===== config.mk =====
export PLATFORM = sky130hd
export DESIGN_NAME = multiplierTop
export DESIGN_NICKNAME = d
export VERILOG_FILES = /design/src/hdl/mulCtrlPkg.sv /design/src/hdl/mulDataPkg.sv /design/src/hdl/addSubUnit.sv /design/src/hdl/mulRegisters.sv /design/src/hdl/mulSequencer.sv /design/src/hdl/multiplierTop.sv
export SDC_FILE = /design/constraint.sdc
export NUM_CORES = 1
export LEC_CHECK = 0
export BUFFER_PORTS_ARGS = -buffer_cell sky130_fd_sc_hd__buf_2
export CORE_MARGIN = 2
export CORE_UTILIZATION = 55
export DETAILED_ROUTE_END_ITERATION = 8
export GPL_TIMING_DRIVEN = 1
export PLACE_DENSITY = 0.8
export SYNTH_ARGS = -nofsm -noshare
export SYNTH_HDL_FRONTEND = slang
export SYNTH_SLANG_ARGS = --single-unit

===== constraint.sdc =====
create_clock -name Clk -period 4.55 [get_ports Clk]
set_input_delay 0.6825 -clock Clk [delete_from_list [all_inputs] [get_ports Clk]]
set_output_delay 0.6825 -clock Clk [all_outputs]
set_load 0.05 [all_outputs]

===== src/hdl/mulCtrlPkg.sv =====
package mulCtrlPkg;

    // Sequencer states, one add/sub step and one shift step per multiplier bit
    typedef enum logic [1:0]
    {
        Idle,   // Waiting for Start
        Arith,  // Add, subtract or hold on X:A
        Shift   // Arithmetic right shift of X:A:B
    } seqState_t;

    // Datapath operations issued each cycle
    typedef enum logic [2:0]
    {
        OpHold,   // Registers keep their value
        OpLoad,   // S and B from the request, X:A cleared
        OpAdd,    // X:A <- A + S
        OpSub,    // X:A <- A - S, only on the sign bit of the multiplier
        OpShift   // X:A:B >>> 1
    } dpOp_t;

    // Control word from the sequencer to the datapath
    typedef struct packed
    {
        dpOp_t op;
        logic  last;  // Final shift of the multiplication
    } ctrlWord_t;

    // Control word with nothing happening
    localparam ctrlWord_t CtrlIdle = '{op: OpHold, last: 1'b0};

endpackage


===== src/hdl/mulDataPkg.sv =====
package mulDataPkg;

    // Operand width used by the top level
    localparam int DefaultWidth = 8;

    // Start payload, both operands two's complement
    typedef struct packed
    {
        logic signed [DefaultWidth-1:0] multiplicand;
        logic signed [DefaultWidth-1:0] multiplier;
    } mulReq_t;

    // Done payload
    typedef struct packed
    {
        logic signed [2*DefaultWidth-1:0] product;  // Full signed product
    } mulResult_t;

endpackage


===== src/hdl/addSubUnit.sv =====
`timescale 1ns/1ns

module addSubUnit
#(
    parameter int Width = 8
)
(
    input  logic [Width-1:0]      A,
    input  logic [Width-1:0]      S,
    input  mulCtrlPkg::ctrlWord_t Ctrl,
    output logic [Width:0]        Sum  // New X in the top bit, new A below
);

    logic [Width:0] aExt;
    logic [Width:0] sExt;
    logic [Width:0] operand;
    logic           isSub;

    // One extra bit so the sign survives an overflow of A
    assign aExt = {A[Width-1], A};
    assign sExt = {S[Width-1], S};

    assign isSub = (Ctrl.op == mulCtrlPkg::OpSub);

    // Subtract as invert plus carry in
    assign operand = isSub ? ~sExt : sExt;

    assign Sum = aExt + operand + (Width+1)'(isSub);

endmodule


===== src/hdl/mulRegisters.sv =====
`timescale 1ns/1ns

module mulRegisters
#(
    parameter int Width = 8
)
(
    input  logic                   Clk,
    input  logic                   rst,
    input  mulDataPkg::mulReq_t    Req,
    input  mulCtrlPkg::ctrlWord_t  Ctrl,
    input  logic [Width:0]         Sum,     // From the adder, {X, A}
    output logic [Width-1:0]       A,
    output logic [Width-1:0]       S,
    output logic                   M,
    output logic                   Done,
    output mulDataPkg::mulResult_t Result
);

    localparam int ProdWidth = $bits(mulDataPkg::mulResult_t);

    logic             X;       // Sign extension of the partial product
    logic [Width-1:0] B;       // Multiplier, shifted out as the product fills in
    logic [Width-1:0] shiftA;
    logic [Width-1:0] shiftB;

    // X:A:B one place to the right, X copied into itself
    assign shiftA = {X, A[Width-1:1]};
    assign shiftB = {A[0], B[Width-1:1]};

    always_ff @(posedge Clk)
    begin
        unique case (Ctrl.op)
            mulCtrlPkg::OpLoad:
            begin
                X <= 1'b0;
                A <= '0;
                S <= Width'(Req.multiplicand);
                B <= Width'(Req.multiplier);
            end

            mulCtrlPkg::OpAdd,
            mulCtrlPkg::OpSub:
            begin
                {X, A} <= Sum;
            end

            mulCtrlPkg::OpShift:
            begin
                A <= shiftA;
                B <= shiftB;
            end

            default:
            begin
                // OpHold keeps everything
            end
        endcase
    end

    // Product and strobe on the final shift
    always_ff @(posedge Clk)
    begin
        if (rst)
        begin
            Done   <= 1'b0;
            Result <= '0;
        end
        else
        begin
            Done <= 1'b0;
            if (Ctrl.op == mulCtrlPkg::OpShift && Ctrl.last)
            begin
                Done           <= 1'b1;
                Result.product <= ProdWidth'(signed'({shiftA, shiftB}));
            end
        end
    end

    assign M = B[0];

endmodule


===== src/hdl/mulSequencer.sv =====
`timescale 1ns/1ns

module mulSequencer
#(
    parameter int Width = 8
)
(
    input  logic                  Clk,
    input  logic                  rst,
    input  logic                  Start,  // Single-cycle strobe
    input  logic                  M,      // Low bit of register B
    output mulCtrlPkg::ctrlWord_t Ctrl,
    output logic                  Busy
);

    localparam int CntWidth = $clog2(Width);

    mulCtrlPkg::seqState_t state;
    mulCtrlPkg::seqState_t nextState;
    logic [CntWidth-1:0]   round;      // Multiplier bit being processed
    logic [CntWidth-1:0]   nextRound;
    logic                  lastRound;

    // Sign bit of the multiplier is the last round
    assign lastRound = (round == CntWidth'(Width - 1));

    always_ff @(posedge Clk)
    begin
        if (rst)
        begin
            state <= mulCtrlPkg::Idle;
            round <= '0;
        end
        else
        begin
            state <= nextState;
            round <= nextRound;
        end
    end

    always_comb
    begin
        nextState = state;
        nextRound = round;
        Ctrl      = mulCtrlPkg::CtrlIdle;

        unique case (state)
            mulCtrlPkg::Idle:
            begin
                // Load happens on the same edge that samples Start
                if (Start)
                begin
                    Ctrl.op   = mulCtrlPkg::OpLoad;
                    nextState = mulCtrlPkg::Arith;
                    nextRound = '0;
                end
            end

            mulCtrlPkg::Arith:
            begin
                // M picks between add and hold
                if (M)
                begin
                    if (lastRound)
                        Ctrl.op = mulCtrlPkg::OpSub;  // Negative weight of the sign bit
                    else
                        Ctrl.op = mulCtrlPkg::OpAdd;
                end
                nextState = mulCtrlPkg::Shift;
            end

            mulCtrlPkg::Shift:
            begin
                Ctrl.op   = mulCtrlPkg::OpShift;
                Ctrl.last = lastRound;
                if (lastRound)
                begin
                    nextState = mulCtrlPkg::Idle;
                    nextRound = '0;
                end
                else
                begin
                    nextState = mulCtrlPkg::Arith;
                    nextRound = round + 1'b1;
                end
            end

            default:
            begin
                nextState = mulCtrlPkg::Idle;  // Recover from an unused encoding
                nextRound = '0;
            end
        endcase
    end

    // Low again in the Done cycle, so a new Start is taken there
    assign Busy = (state != mulCtrlPkg::Idle);

endmodule


===== src/hdl/multiplierTop.sv =====
`timescale 1ns/1ns

module multiplierTop
#(
    parameter int Width = mulDataPkg::DefaultWidth
)
(
    input  logic                   Clk,
    input  logic                   rst,
    input  logic                   Start,
    input  mulDataPkg::mulReq_t    Req,
    output logic                   Done,
    output mulDataPkg::mulResult_t Result,
    output logic                   Busy
);

    mulCtrlPkg::ctrlWord_t Ctrl;
    logic                  M;
    logic [Width-1:0]      A;
    logic [Width-1:0]      S;
    logic [Width:0]        Sum;

    mulSequencer #(.Width(Width)) sequencer
    (
        .Clk   (Clk),
        .rst   (rst),
        .Start (Start),
        .M     (M),
        .Ctrl  (Ctrl),
        .Busy  (Busy)
    );

    addSubUnit #(.Width(Width)) adder
    (
        .A    (A),
        .S    (S),
        .Ctrl (Ctrl),
        .Sum  (Sum)
    );

    mulRegisters #(.Width(Width)) registers
    (
        .Clk    (Clk),
        .rst    (rst),
        .Req    (Req),
        .Ctrl   (Ctrl),
        .Sum    (Sum),
        .A      (A),
        .S      (S),
        .M      (M),
        .Done   (Done),
        .Result (Result)
    );

endmodule


Word level (Yosys, flattened, before mapping)

Cells that the tools add are included.

Flip-flop bits (word level): 47
Output and inout bits: 18
Bits of input ports: 19
Logic and storage cells: 45

Eq/ne operators: 8
Reductions and logical operators: 8
Muxes and demuxes: 16
Bitwise operators: 2
$add $sub $neg: 3

Operators with widths:

| kind                  | number |
|---|---|
| $pmux W8 S3           | 1 |
| $pmux W3 S3           | 2 |
| $pmux W8 S2           | 1 |
| $add A9 B1 Y9         | 1 |
| $add A9 B9 Y9         | 1 |
| $mux W3               | 3 |
| $mux W9               | 1 |
| $not A9 Y9            | 1 |
| $eq A3 B2 Y1 const B  | 2 |
| $eq A3 B3 Y1 const B  | 2 |
| $pmux W2 S3           | 1 |
| $reduce_bool A2 Y1    | 3 |
| $mux W1               | 5 |
| $add A3 B1 Y3 const B | 1 |
| $eq A3 B1 Y1 const B  | 1 |
| $reduce_bool A3 Y1    | 1 |
| $eq A2 B1 Y1 const B  | 1 |
| $eq A2 B2 Y1 const B  | 1 |
| $logic_not A2 Y1      | 1 |
| $mux W2               | 1 |
| $ne A2 B2 Y1 const B  | 1 |
| $pmux W1 S2           | 1 |
| $reduce_and A2 Y1     | 1 |
| $reduce_or A2 Y1      | 1 |
| 2 further kinds       | 2 |

Depth between registers and ports, before layout

Gate-level depths: netlist (run 1).

Word-level depth: 9
Gate-level depth with buffers: 11
Mapped depth without buffers: 10

Cells and area by module

From an unflattened synthesis (run 1), not the netlist that was laid out.

Cell total of the unflattened synthesis: 201
Area total of the unflattened synthesis: 2,401.1 um2

By module, submodules not included:

| module       | cells an instance | instances | area an instance (um2) |
|---|---|---|---|
| mulRegisters | 123               | 1         | 1,740.4 |
| addSubUnit   | 50                | 1         | 409.1 |
| mulSequencer | 28                | 1         | 251.5 |

Worst setup path before layout (run 1)

No wires, ideal clock.

Kind: reg2reg
Start: register sequencer.round[0]
End: register registers.A[7], data pin
Arrival time: 2,328 ps
Cell stages (with the launch flop): 12
Data required time: 4,293 ps
Slack: 1,965 ps
Path buffers: 1
Library setup time: 257 ps
Cell sequence: dfxtp_1 > ha_1 > ha_1 > nand4b_1 > buf_6 > xnor2_1 > ha_1 > a21oi_1 > o21a_1 > a211oi_2 > or3_1 > a32o_1

Longest elaborated chain between the ends: 9
Elaborated cells between the ends (all ways): 13

Ends and longest elaborated chain:

| what                   | line                                 | text |
|---|---|---|
| from (decl)            | mulSequencer.sv:20                   | `logic [CntWidth-1:0] round;` |
| from (signal assigned) | mulSequencer.sv:37                   | `round <= nextRound;` |
| $eq A3 B3 Y1 *         | mulSequencer.sv:25                   | `assign lastRound = (round == CntWidth'(Width - 1));` |
| $mux W1 *              | mulSequencer.sv:64                   | `if (lastRound)` |
| $mux W3 *              | mulSequencer.sv:62                   | `if (M)` |
| $pmux W3 S3 *          | mulSequencer.sv:47                   | `unique case (state)` |
| $eq A3 B2 Y1           | addSubUnit.sv:23, mulRegisters.sv:33 |  |
| $mux W9                | addSubUnit.sv:26                     | `assign operand = isSub ? ~sExt : sExt;` |
| $add A9 B9 Y9          | addSubUnit.sv:28                     | `assign Sum = aExt + operand + (Width+1)'(isSub);` |
| $add A9 B1 Y9          | addSubUnit.sv:28                     |  |
| $pmux W8 S3 *          | mulRegisters.sv:33                   | `unique case (Ctrl.op)` |
| to (signal assigned)   | mulRegisters.sv:45                   | `{X, A} <= Sum;` |
| to (signal assigned)   | mulRegisters.sv:50                   | `A <= shiftA;` |
| to (decl)              | mulRegisters.sv:13                   | `output logic [Width-1:0] A,` |

Mark *: on every way between the ends. The rest lies on a longest branch, timed or not.
A chain may end at the register's enable or synchronous reset.

Worst setup path in the final report (run 1)

Same ends and word-level chain as after synthesis.

==> results.json, run 1 <==
{
  "die_x_um": 65.7,
  "layout_common_cells": "36 x buf_2, 25 x edfxtp_1, 22 x dfxtp_1, 17 x a22o_1, 14 x nand2_1",
  "path_clk_slew_ns": 0.08,
  "syn_nets": 201,
  "crit_path_cell_trace": "ha_1 -> ha_1 -> nand4b_1 -> xnor2_1 -> ha_1 -> a21oi_1 -> o21a_1 -> a211oi_2 -> or3_1 -> a32o_1",
  "power_density_mw_per_mm2": 365,
  "routed_via_density": 5.64,
  "cp-endpoint": "registers.A[7]$_DFFE_PP_",
  "final_util_pct": 66.0,
  "cts_buffers": 5,
  "r2r_setup_slack_ns": 1.37,
  "end_kind": "register",
  "synth_edf_count": 25,
  "firstDrtPassIters": 5,
  "switchingPower_w": 0.000218,
  "cts_sinks": 47,
  "min_path_type": "register to register",
  "synth_top_cell_area_share_pct": 35.9,
  "p_comb_share_pct": 13.2,
  "initial_core_util_pct": 57.1,
  "synth_largest_area_cell": "edfxtp_1",
  "final_common_cell": "buf_2",
  "crit_fanout": 9,
  "ctsHtreeMaxLevel": 2,
  "hold_viol": 0,
  "start_kind": "register",
  "crit_buf_inv": 0,
  "wl_per_cell_um": 15.7,
  "async_flop_share_pct": 0,
  "worst_pin_slew_ns": 1.28,
  "synth_cell_types": 34,
  "status": "finished, final reports clean",
  "finalCritPeriodShare_pct": 70.0,
  "p_int_w": 0.000664,
  "worst_path_most_repeated_cell": "ha_1",
  "gp_routability_congestion": 0.808,
  "cp_data_required_time_ns": 4.61,
  "ctsRootBufferMaster": "clkbuf_8",
  "ys_seq_area_share_pct": 56.9,
  "power_w": 0.000882,
  "synthFlopType": "edfxtp_1",
  "num_rows": 22,
  "nets": 240,
  "seq_power_share_pct": 56.1,
  "synth_area_leaders": "edfxtp_1 36%, dfxtp_1 21%, a22o_1 7.1%, ha_1 6.6%, xnor2_1 4.6%",
  "hpwlAfterDp_um": 2950,
  "ctsLongestPathBuffers": 2,
  "first_iter_violations": 99,
  "cp.depth": 10,
  "setup_viol": 0,
  "ir_worst_vdd_uv": 180,
  "track_usage_pct": 21.4,
  "ios": 37,
  "max_slew_margin_pct": 14.7,
  "arrival_ns": 3.24,
  "p_sw_share_pct": 24.7,
  "pwr-share-clk_pct": 30.7,
  "drc_errors": 0,
  "leakagePower_nw": 1.02,
  "post-route-min-period_ns": 3.18,
  "cts_tree": "yes",
  "crit_start": "sequencer.round[0]$_SDFFE_PP0P_",
  "rr_startpoint": "sequencer.round[0]$_SDFFE_PP0P_",
  "max_freq_mhz": 314,
  "ant_nets": 0,
  "grt_pass1_wl_um": 6710,
  "cts_hold_buffers": 0,
  "vias": 1455,
  "grt_max_degree": 22,
  "grt_overflow": 0,
  "clk_latency_ns": 0.30,
  "routed_wl_um": 4040,
  "reg2regPathDepth": 10,
  "instances_no_fill": 258,
  "cap_violations": 0,
  "cts-resized-gates": 0,
  "worstReg2RegEnd": "registers.A[7]$_DFFE_PP_",
  "syn_inst": 170,
  "crit_path_top_delay_cell": "nand4b_1",
  "critPathMaxStageDelay_ns": 0.46,
  "avgSynthCellArea_um2": 12.3,
  "slew_viol_final": 0,
  "post_cts_buffers": 0,
  "area_delta_synth_final_pct": 15.5,
  "finalSetupTns_ns": 0,
  "rsz0062_at_grt": "no",
  "syn_area_mm2": 0.00209,
  "cpLargestDelayFamily": "simple AND/OR/NAND/NOR gates",
  "dieArea_mm2": 0.00431,
  "ys_ff_latch": 47,
  "port_buffers": 36,
  "layout-drive-gt1-share_pct": 26.2,
  "insertedDiodeCount": 0,
  "ys_warn_count": 0,
  "core_area_mm2": 0.00366,
  "critical_path_class": "register to register",
  "antenna_found_initial": 0,
  "dp_cells": 250,
  "fin_worst_skew_ns": 0.00398,
  "first_global_vias": 1428,
  "die_h_um": 65.7
}
## flip-flops by register name, summed over array words and instances, names as in the netlist
register / count
registers.X: 1
registers.B: 8
registers.A: 8
sequencer.round: 3
registers.Result: 16
registers.S: 8
sequencer.state: 2
registers.Done: 1
## power by group through the flow
stage	combinational, W	sequential (W)	clock [W]
2_1_floorplan	0.0000861	0.000497	0
3_3_place_gp	0.000112	0.000503	0
3_5_place_dp	0.000116	0.000505	0
4_1_cts	0.000117	0.000495	0.000275
5_1_grt	0.000130	0.000499	0.000296
6_report	0.000117	0.000495	0.000270
## per-stage QoR
stage          cell area [um^2]  setup slack [ns]  hold WS (ns)
2_1_floorplan              2090              1.97         0.462
3_3_place_gp               2320              1.57         0.451
3_5_place_dp               2320              1.41         0.451
4_1_cts                    2420              1.39         0.477
5_1_grt                    2420              1.12         0.488
6_report                   2420              1.37         0.472
## Yosys cell counts (2+ instances only)
cell type,number
a22o_1,17
edfxtp_1,25
ha_1,11
a21oi_1,9
nand2_1,14
a22oi_1,3
inv_1,4
xnor2_1,11
dfxtp_1,22
a32o_1,3
clkbuf_1,4
nor2_1,9
o21ai_0,7
nor3_1,2
nand2b_1,3
mux2_2,8
## routing by layer
metal	GRT usage [%]	part of all wire, %	vias to the layer above
li1	-	-	713
met1	27.4	46	701
met2	34.7	49	35
met3	5.65	4.1	6
met4	8.07	1.6	0
met5	0	0	-
## how the worst min path moves through the flow
stage	from	to	slack, ns	depth (start not counted)
2_1_floorplan	registers.B[1]$_DFFE_PP_	registers.Result[0]$_SDFFE_PP0P_	0.46	1
3_3_place_gp	registers.Result[7]$_SDFFE_PP0P_	registers.Result[7]$_SDFFE_PP0P_	0.45	1
3_5_place_dp	registers.Result[7]$_SDFFE_PP0P_	registers.Result[7]$_SDFFE_PP0P_	0.45	1
4_1_cts	registers.Result[15]$_SDFFE_PP0P_	registers.Result[15]$_SDFFE_PP0P_	0.48	1
5_1_grt	registers.Result[6]$_SDFFE_PP0P_	registers.Result[6]$_SDFFE_PP0P_	0.49	1
6_report	registers.Result[15]$_SDFFE_PP0P_	registers.Result[15]$_SDFFE_PP0P_	0.47	1
## cell type report
cell class	count	area, um^2
Fill cell	286	1240
Sequential cell	47	1190
Multi-Input combinational cell	113	855
Timing Repair Buffer	38	195
Clock buffer	8	100
Tap cell	48	60.1
Inverter	4	15.0
## cells by family (layout without fill, tap and decap cells)
group	after synthesis	after routing	share of synthesized area [%]
buf+inv	10	50	2.21
flops	47	47	56.9
xor+xnor	11	11	4.61
mux	9	9	4.78
fa+ha+maj	12	12	7.54
simple gates	37	37	8.61
compound gates	44	44	15.3
Power figures use the tool's default switching activity.
==> run 2: changes to the inputs <==
--- a/config.mk
+++ b/config.mk
@@ -5,12 +5,13 @@
 export SDC_FILE = /design/constraint.sdc
 export NUM_CORES = 1
 export LEC_CHECK = 0
+export ABC_AREA = 1
 export BUFFER_PORTS_ARGS = -buffer_cell sky130_fd_sc_hd__buf_2
 export CORE_MARGIN = 2
 export CORE_UTILIZATION = 55
 export DETAILED_ROUTE_END_ITERATION = 8
 export GPL_TIMING_DRIVEN = 1
-export PLACE_DENSITY = 0.8
+export PLACE_DENSITY = 0.79
 export SYNTH_ARGS = -nofsm -noshare
 export SYNTH_HDL_FRONTEND = slang
 export SYNTH_SLANG_ARGS = --single-unit
==> constraint.sdc (replaced) <==
create_clock -name Clk -period 3 [get_ports Clk]
set_input_delay 0.45 -clock Clk [delete_from_list [all_inputs] [get_ports Clk]]
set_output_delay 0.45 -clock Clk [all_outputs]
set_load 0.05 [all_outputs]
==> results.json, run 2 <==
{
  "arrival_ns": 2.56,
  "largest_reg_flops": 16,
  "fin_worst_skew_ns": 0.00757,
  "ys_ff_latch": 47,
  "final_common_cell": "nand2_1",
  "instances_no_fill": 331,
  "min_to": "registers.S[7]$_DFFE_PP_",
  "grt_overflow": 0,
  "routed_via_density": 5.26,
  "hold_viol": 0,
  "syn_inst": 241,
  "cp_data_required_time_ns": 3.06,
  "ant_nets": 0,
  "num_rows": 23,
  "syn_nets": 272,
  "cts-resized-gates": 0,
  "port_buffers": 36,
  "synth_area_leaders": "edfxtp_1 33%, dfxtp_1 19%, nand2_1 7.9%, ha_1 6.1%, nand3_1 5.1%",
  "post_cts_buffers": 0,
  "ctsLongestPathBuffers": 2,
  "ios": 37,
  "wl_per_cell_um": 12.5,
  "track_usage_pct": 20.8,
  "holdPathStages": 1,
  "finalSetupTns_ns": 0,
  "final_util_pct": 65.2,
  "yosysMostFrequentCell": "nand2_1",
  "syn_area_mm2": 0.00227,
  "grt_max_degree": 25,
  "grt_pass1_wl_um": 6980,
  "switchingPower_w": 0.000378,
  "cts_sinks": 47,
  "start_kind": "register",
  "p_int_w": 0.000981,
  "path_clk_slew_ns": 0.09,
  "leakagePower_nw": 1.23,
  "initial_core_util_pct": 57.1,
  "p_sw_share_pct": 27.8,
  "dp_cells": 323,
  "ys_seq_area_share_pct": 52.5,
  "regMostFlops": "registers.Result",
  "first_global_vias": 1549,
  "ctsRootBufferMaster": "clkbuf_8",
  "clk_latency_ns": 0.31,
  "cts_buffers": 5,
  "r2r_setup_slack_ns": 0.50,
  "post-route-min-period_ns": 2.50,
  "min_path_type": "primary input to register",
  "critical_path_class": "register to register",
  "async_flop_share_pct": 0,
  "cts_hold_buffers": 0,
  "worst_pin_slew_ns": 0.498,
  "firstDrtPassIters": 4,
  "synth_cell_types": 27,
  "first_iter_violations": 83,
  "p_comb_share_pct": 14.9,
  "layout-drive-gt1-share_pct": 23.1,
  "worstReg2RegEnd": "registers.A[6]$_DFFE_PP_",
  "cts_tree": "yes",
  "max_slew_margin_pct": 66.6,
  "crit_fanout": 9,
  "ir_worst_vdd_uv": 290,
  "ys_top_cells_by_count": "48 x nand2_1, 29 x inv_1, 25 x edfxtp_1",
  "antenna_found_initial": 0,
  "hp-start": "Req[15]",
  "rsz0062_at_grt": "no",
  "cap_violations": 0,
  "pwr-share-clk_pct": 30.2,
  "synth_top_cell_area_share_pct": 33.1,
  "avgSynthCellArea_um2": 9.41,
  "ys_warn_count": 0,
  "gp_routability_congestion": 0.845,
  "synth_edf_count": 25,
  "setup_viol": 0,
  "vias": 1742,
  "synthFlopType": "edfxtp_1",
  "drc_errors": 0,
  "reg2regPathDepth": 15,
  "rr_startpoint": "sequencer.round[0]$_SDFFE_PP0P_",
  "ctsHtreeMaxLevel": 2,
  "die_x_um": 68.2,
  "status": "finished, final reports clean",
  "synth_largest_area_cell": "edfxtp_1",
  "slew_viol_final": 0,
  "nets": 311,
  "max_freq_mhz": 400,
  "area_delta_synth_final_pct": 14.2,
  "routed_wl_um": 4150,
  "seq_power_share_pct": 54.9,
  "layout_common_cells": "48 x nand2_1, 36 x buf_2, 29 x inv_1, 25 x edfxtp_1, 23 x nand3_1",
  "insertedDiodeCount": 0,
  "dieArea_mm2": 0.00465,
  "end_kind": "register",
  "finalCritPeriodShare_pct": 83.2,
  "power_density_mw_per_mm2": 525,
  "die_h_um": 68.2,
  "core_area_mm2": 0.00397,
  "hpwlAfterDp_um": 3050
}
## run 2: cell count changes in the layout (fill, tap and decap cells not counted), moves of 3 or more
cell | before | now
o21ai_2 | 0 | 10
nand3_1 | 1 | 23
a32o_1 | 3 | 0
o21ai_0 | 7 | 20
nand2_1 | 14 | 48
nand2b_1 | 3 | 0
inv_1 | 4 | 29
xnor2_1 | 11 | 7
mux2_2 | 8 | 0
a22o_1 | 17 | 0
a22oi_1 | 3 | 0
## run 2: cells by family (layout without fill, tap and decap cells)
group | after synthesis | in the layout | share of synthesized area (%)
AO/OA/AOI/OAI | 46 | 46 | 12.5
XOR/XNOR | 7 | 7 | 2.70
adder cells (fa/ha/maj) | 12 | 12 | 6.95
buffers and inverters | 39 | 79 | 7.01
flip-flops | 47 | 47 | 52.5
AND/OR/NAND/NOR | 90 | 90 | 18.3
## run 2: power groups by stage
stage	logic [W]	clock network (W)	registers [W]
detailed placement	0.000200	0	0.000760
CTS	0.000201	0.000419	0.000746
global route	0.000233	0.000446	0.000750
floorplan	0.000151	0	0.000753
global placement	0.000196	0	0.000760
finish	0.000203	0.000411	0.000746
## run 2: per-layer routing
metal / wire [um] / vias to the layer above / GRT usage, %
met5: 0 / - / 0
met4: 91 / 0 / 7.50
met3: 323 / 8 / 5.43
met2: 1870 / 66 / 32.9
met1: 1860 / 785 / 27.6
li1: - / 883 / -
## run 2: worst max-delay path: stages (launching register included)
cell     delay (ns)
dfxtp_1        0.32
ha_1           0.19
ha_1           0.19
nand2_1        0.06
inv_1          0.06
nand2_4        0.14
xnor2_1        0.13
fa_1           0.43
nand2_1        0.08
inv_1          0.06
nand2_1        0.06
nand2_1        0.11
a31oi_1        0.21
nand2_1        0.08
nand2_1        0.06
o21ai_0        0.07
## run 2: stage by stage
| step | worst slack (ns) | power (W) | instance area, um^2 | hold slack [ns] |
|---|---|---|---|---|
| 2_1_floorplan | 0.767 | 0.000904 | 2270 | 0.438 |
| 3_3_place_gp | 0.683 | 0.000956 | 2490 | 0.450 |
| 3_5_place_dp | 0.543 | 0.000961 | 2490 | 0.452 |
| 4_1_cts | 0.528 | 0.00137 | 2590 | 0.308 |
| 5_1_grt | 0.358 | 0.00143 | 2590 | 0.302 |
| 6_report | 0.503 | 0.00136 | 2590 | 0.313 |
## run 2: layout make-up
cell class / instances / area (um^2)
inverter: 34 / 133
clock inverter: 2 / 16.3
sequential: 47 / 1190
fill: 323 / 1380
clock buffer: 6 / 82.6
tap: 50 / 62.6
timing repair buffer: 37 / 188
multi-input combinational: 155 / 917
## run 2: worst max-delay path by stage
stage,from,to,slack [ns],cells after the start
after detailed placement,sequencer.round[0]$_SDFFE_PP0P_,registers.A[6]$_DFFE_PP_,0.54,15
final,sequencer.round[0]$_SDFFE_PP0P_,registers.A[6]$_DFFE_PP_,0.50,15
after floorplan,sequencer.round[0]$_SDFFE_PP0P_,registers.A[6]$_DFFE_PP_,0.77,15
after CTS,sequencer.round[0]$_SDFFE_PP0P_,registers.A[6]$_DFFE_PP_,0.53,15
after global placement,sequencer.round[0]$_SDFFE_PP0P_,registers.A[6]$_DFFE_PP_,0.68,15
after global routing,sequencer.round[1]$_SDFFE_PP0P_,registers.A[6]$_DFFE_PP_,0.36,15
==> run 3: changes to the inputs <==
--- a/config.mk
+++ b/config.mk
@@ -5,13 +5,13 @@
 export SDC_FILE = /design/constraint.sdc
 export NUM_CORES = 1
 export LEC_CHECK = 0
-export ABC_AREA = 1
+export ABC_AREA = 0
 export BUFFER_PORTS_ARGS = -buffer_cell sky130_fd_sc_hd__buf_2
 export CORE_MARGIN = 2
 export CORE_UTILIZATION = 55
 export DETAILED_ROUTE_END_ITERATION = 8
 export GPL_TIMING_DRIVEN = 1
-export PLACE_DENSITY = 0.79
+export PLACE_DENSITY = 0.8
 export SYNTH_ARGS = -nofsm -noshare
 export SYNTH_HDL_FRONTEND = slang
 export SYNTH_SLANG_ARGS = --single-unit
==> constraint.sdc (replaced) <==
create_clock -name Clk -period 2.34 [get_ports Clk]
set_input_delay 0.351 -clock Clk [delete_from_list [all_inputs] [get_ports Clk]]
set_output_delay 0.351 -clock Clk [all_outputs]
set_load 0.05 [all_outputs]
==> results.json, run 3 (synthesis results as in run 1) <==
{
  "status": "complete, but fails checks",
  "violations": "setup timing",
  "cts_buffers": 5,
  "nets": 266,
  "cts_tree": "yes",
  "ctsLongestPathBuffers": 2,
  "power_w": 0.00179,
  "leakagePower_nw": 1.18,
  "area_delta_synth_final_pct": 31.3,
  "regMostFlops": "registers.Result",
  "pwr-share-clk_pct": 26.2,
  "dpl_cell_area_mm2": 0.00251,
  "rsz0062_at_grt": "yes",
  "layout-drive-gt1-share_pct": 42.4,
  "worstReg2RegEnd": "registers.A[7]$_DFFE_PP_",
  "wl_per_cell_um": 15.6,
  "arrival_ns": 2.69,
  "die_x_um": 65.7,
  "ctsHtreeMaxLevel": 2,
  "pre_cts_slack_ns": -0.300,
  "routed_via_density": 5.55,
  "die_h_um": 65.7,
  "firstDrtPassIters": 4,
  "whs_ns": 0.233,
  "crit_path_top_delay_cell": "dfxtp_2",
  "routed_wl_um": 4420,
  "crit_start": "sequencer.round[1]$_SDFFE_PP0P_",
  "initial_core_util_pct": 57.1,
  "final_common_cell": "buf_2",
  "fin_ws_ns": -0.292,
  "rr_startpoint": "sequencer.round[1]$_SDFFE_PP0P_",
  "hp-start": "Req[13]",
  "r2r_setup_slack_ns": -0.29,
  "ios": 37,
  "worst_path_most_repeated_cell": "ha_4",
  "grt_overflow": 0,
  "largest_reg_flops": 16,
  "post-route-min-period_ns": 2.63,
  "setup_viol": 6,
  "antenna_found_initial": 0,
  "cap_violations": 0,
  "min_path_type": "primary input to register",
  "min_to": "registers.S[5]$_DFFE_PP_",
  "layout_common_cells": "36 x buf_2, 25 x edfxtp_1, 24 x buf_4, 20 x dfxtp_1, 17 x a22o_1",
  "track_usage_pct": 22.3,
  "p_sw_share_pct": 26.5,
  "gp_routability_congestion": 0.860,
  "critical_path_class": "register to register",
  "first_global_vias": 1565,
  "insertedDiodeCount": 0,
  "start_kind": "register",
  "vias": 1576,
  "finalCritPeriodShare_pct": 112,
  "reg2regPathDepth": 11,
  "max_freq_mhz": 380,
  "fin_worst_skew_ns": 0.0123,
  "p_int_w": 0.00131,
  "cts_sinks": 47,
  "cp_data_required_time_ns": 2.40,
  "clk_latency_ns": 0.30,
  "power_density_mw_per_mm2": 650,
  "grt_pass1_wl_um": 7090,
  "num_rows": 22,
  "ctsRootBufferMaster": "clkbuf_8",
  "worst_pin_slew_ns": 1.27,
  "crit_path_cell_trace": "ha_4 -> ha_4 -> nand4b_1 -> buf_6 -> xnor2_2 -> ha_4 -> a21oi_1 -> o21a_1 -> a211oi_2 -> or3_1 -> a32o_1",
  "seq_power_share_pct": 54.0,
  "end_kind": "register",
  "hpwlAfterDp_um": 3210,
  "first_iter_violations": 95,
  "fin_area_mm2": 0.00275,
  "dieArea_mm2": 0.00431,
  "finalSetupTns_ns": -0.888,
  "ant_nets": 0,
  "holdPathStages": 1,
  "crit_fanout": 4,
  "drc_errors": 0,
  "grt_max_degree": 22,
  "slew_viol_final": 0,
  "ir_worst_vdd_uv": 451,
  "critPathMaxStageDelay_ns": 0.36,
  "path_clk_slew_ns": 0.08,
  "hold_viol": 0,
  "port_buffers": 36,
  "p_comb_share_pct": 19.8,
  "max_slew_margin_pct": 15.5,
  "core_area_mm2": 0.00366,
  "cts_hold_buffers": 0,
  "switchingPower_w": 0.000473
}
## run 3: changes by cell type in the layout (fill, tap and decap cells not counted), moves of 16 or more
cell,previous run,this run
a22o_1,0,17
o21ai_0,20,4
inv_1,29,4
buf_4,1,24
nand3_1,23,0
nand2_1,48,12
## run 3: worst max-delay path by stage
stage,end,slack (ns)
2_1_floorplan,registers.A[7]$_DFFE_PP_,-0.18
3_3_place_gp,registers.A[7]$_DFFE_PP_,-0.25
3_5_place_dp,registers.A[7]$_DFFE_PP_,-0.30
4_1_cts,registers.A[5]$_DFFE_PP_,-0.21
5_1_grt,registers.A[7]$_DFFE_PP_,-0.40
6_report,registers.A[7]$_DFFE_PP_,-0.29
## run 3: routing by layer
layer  track usage (%)  part of all wire [%]
met5                 0                     0
met4              8.85                   1.8
met3              6.34                   4.5
met2              37.5                    49
met1              26.9                    45
## run 3: power groups by stage
stage          clock network [W]  logic (W)  registers, W
3_5_place_dp                   0   0.000281      0.000980
3_3_place_gp                   0   0.000268      0.000974
2_1_floorplan                  0   0.000169      0.000967
5_1_grt                 0.000522   0.000382      0.000967
6_report                0.000468   0.000354      0.000963
4_1_cts                 0.000477   0.000315      0.000962
## run 3: what timing repair did
item                                    in CTS  in global routing
gates resized for setup                     14                 10
endpoints found under the setup margin       6                  6
setup buffers                                3                  2
endpoints found under the hold margin        0                  0
pin swaps                                    3                  5
## run 3: area by class of cell
| type | count | area [um^2] |
|---|---|---|
| flip-flops and latches | 47 | 1190 |
| multi-input cells | 113 | 987 |
| fillers | 244 | 915 |
| repair buffers | 64 | 405 |
| clock buffers | 6 | 72.6 |
| well taps | 48 | 60.1 |
| inverters | 4 | 15.0 |
| clock inverters | 2 | 12.5 |
## run 3: stage by stage
stage	util [%]	std cells
final	75.0	284
after global routing	75.0	284
after CTS	73.5	282
after detailed placement	68.6	272
after global placement	68.6	272
after floorplan	-	170
## run 3: worst max-delay path: cells and delay by family (launching register included)
family	cells	cell delay, ns
xor+xnor	1	0.19
flops	1	0.36
fa+ha+maj	3	0.51
compound gates	4	0.70
buf+inv	1	0.17
simple gates	2	0.46
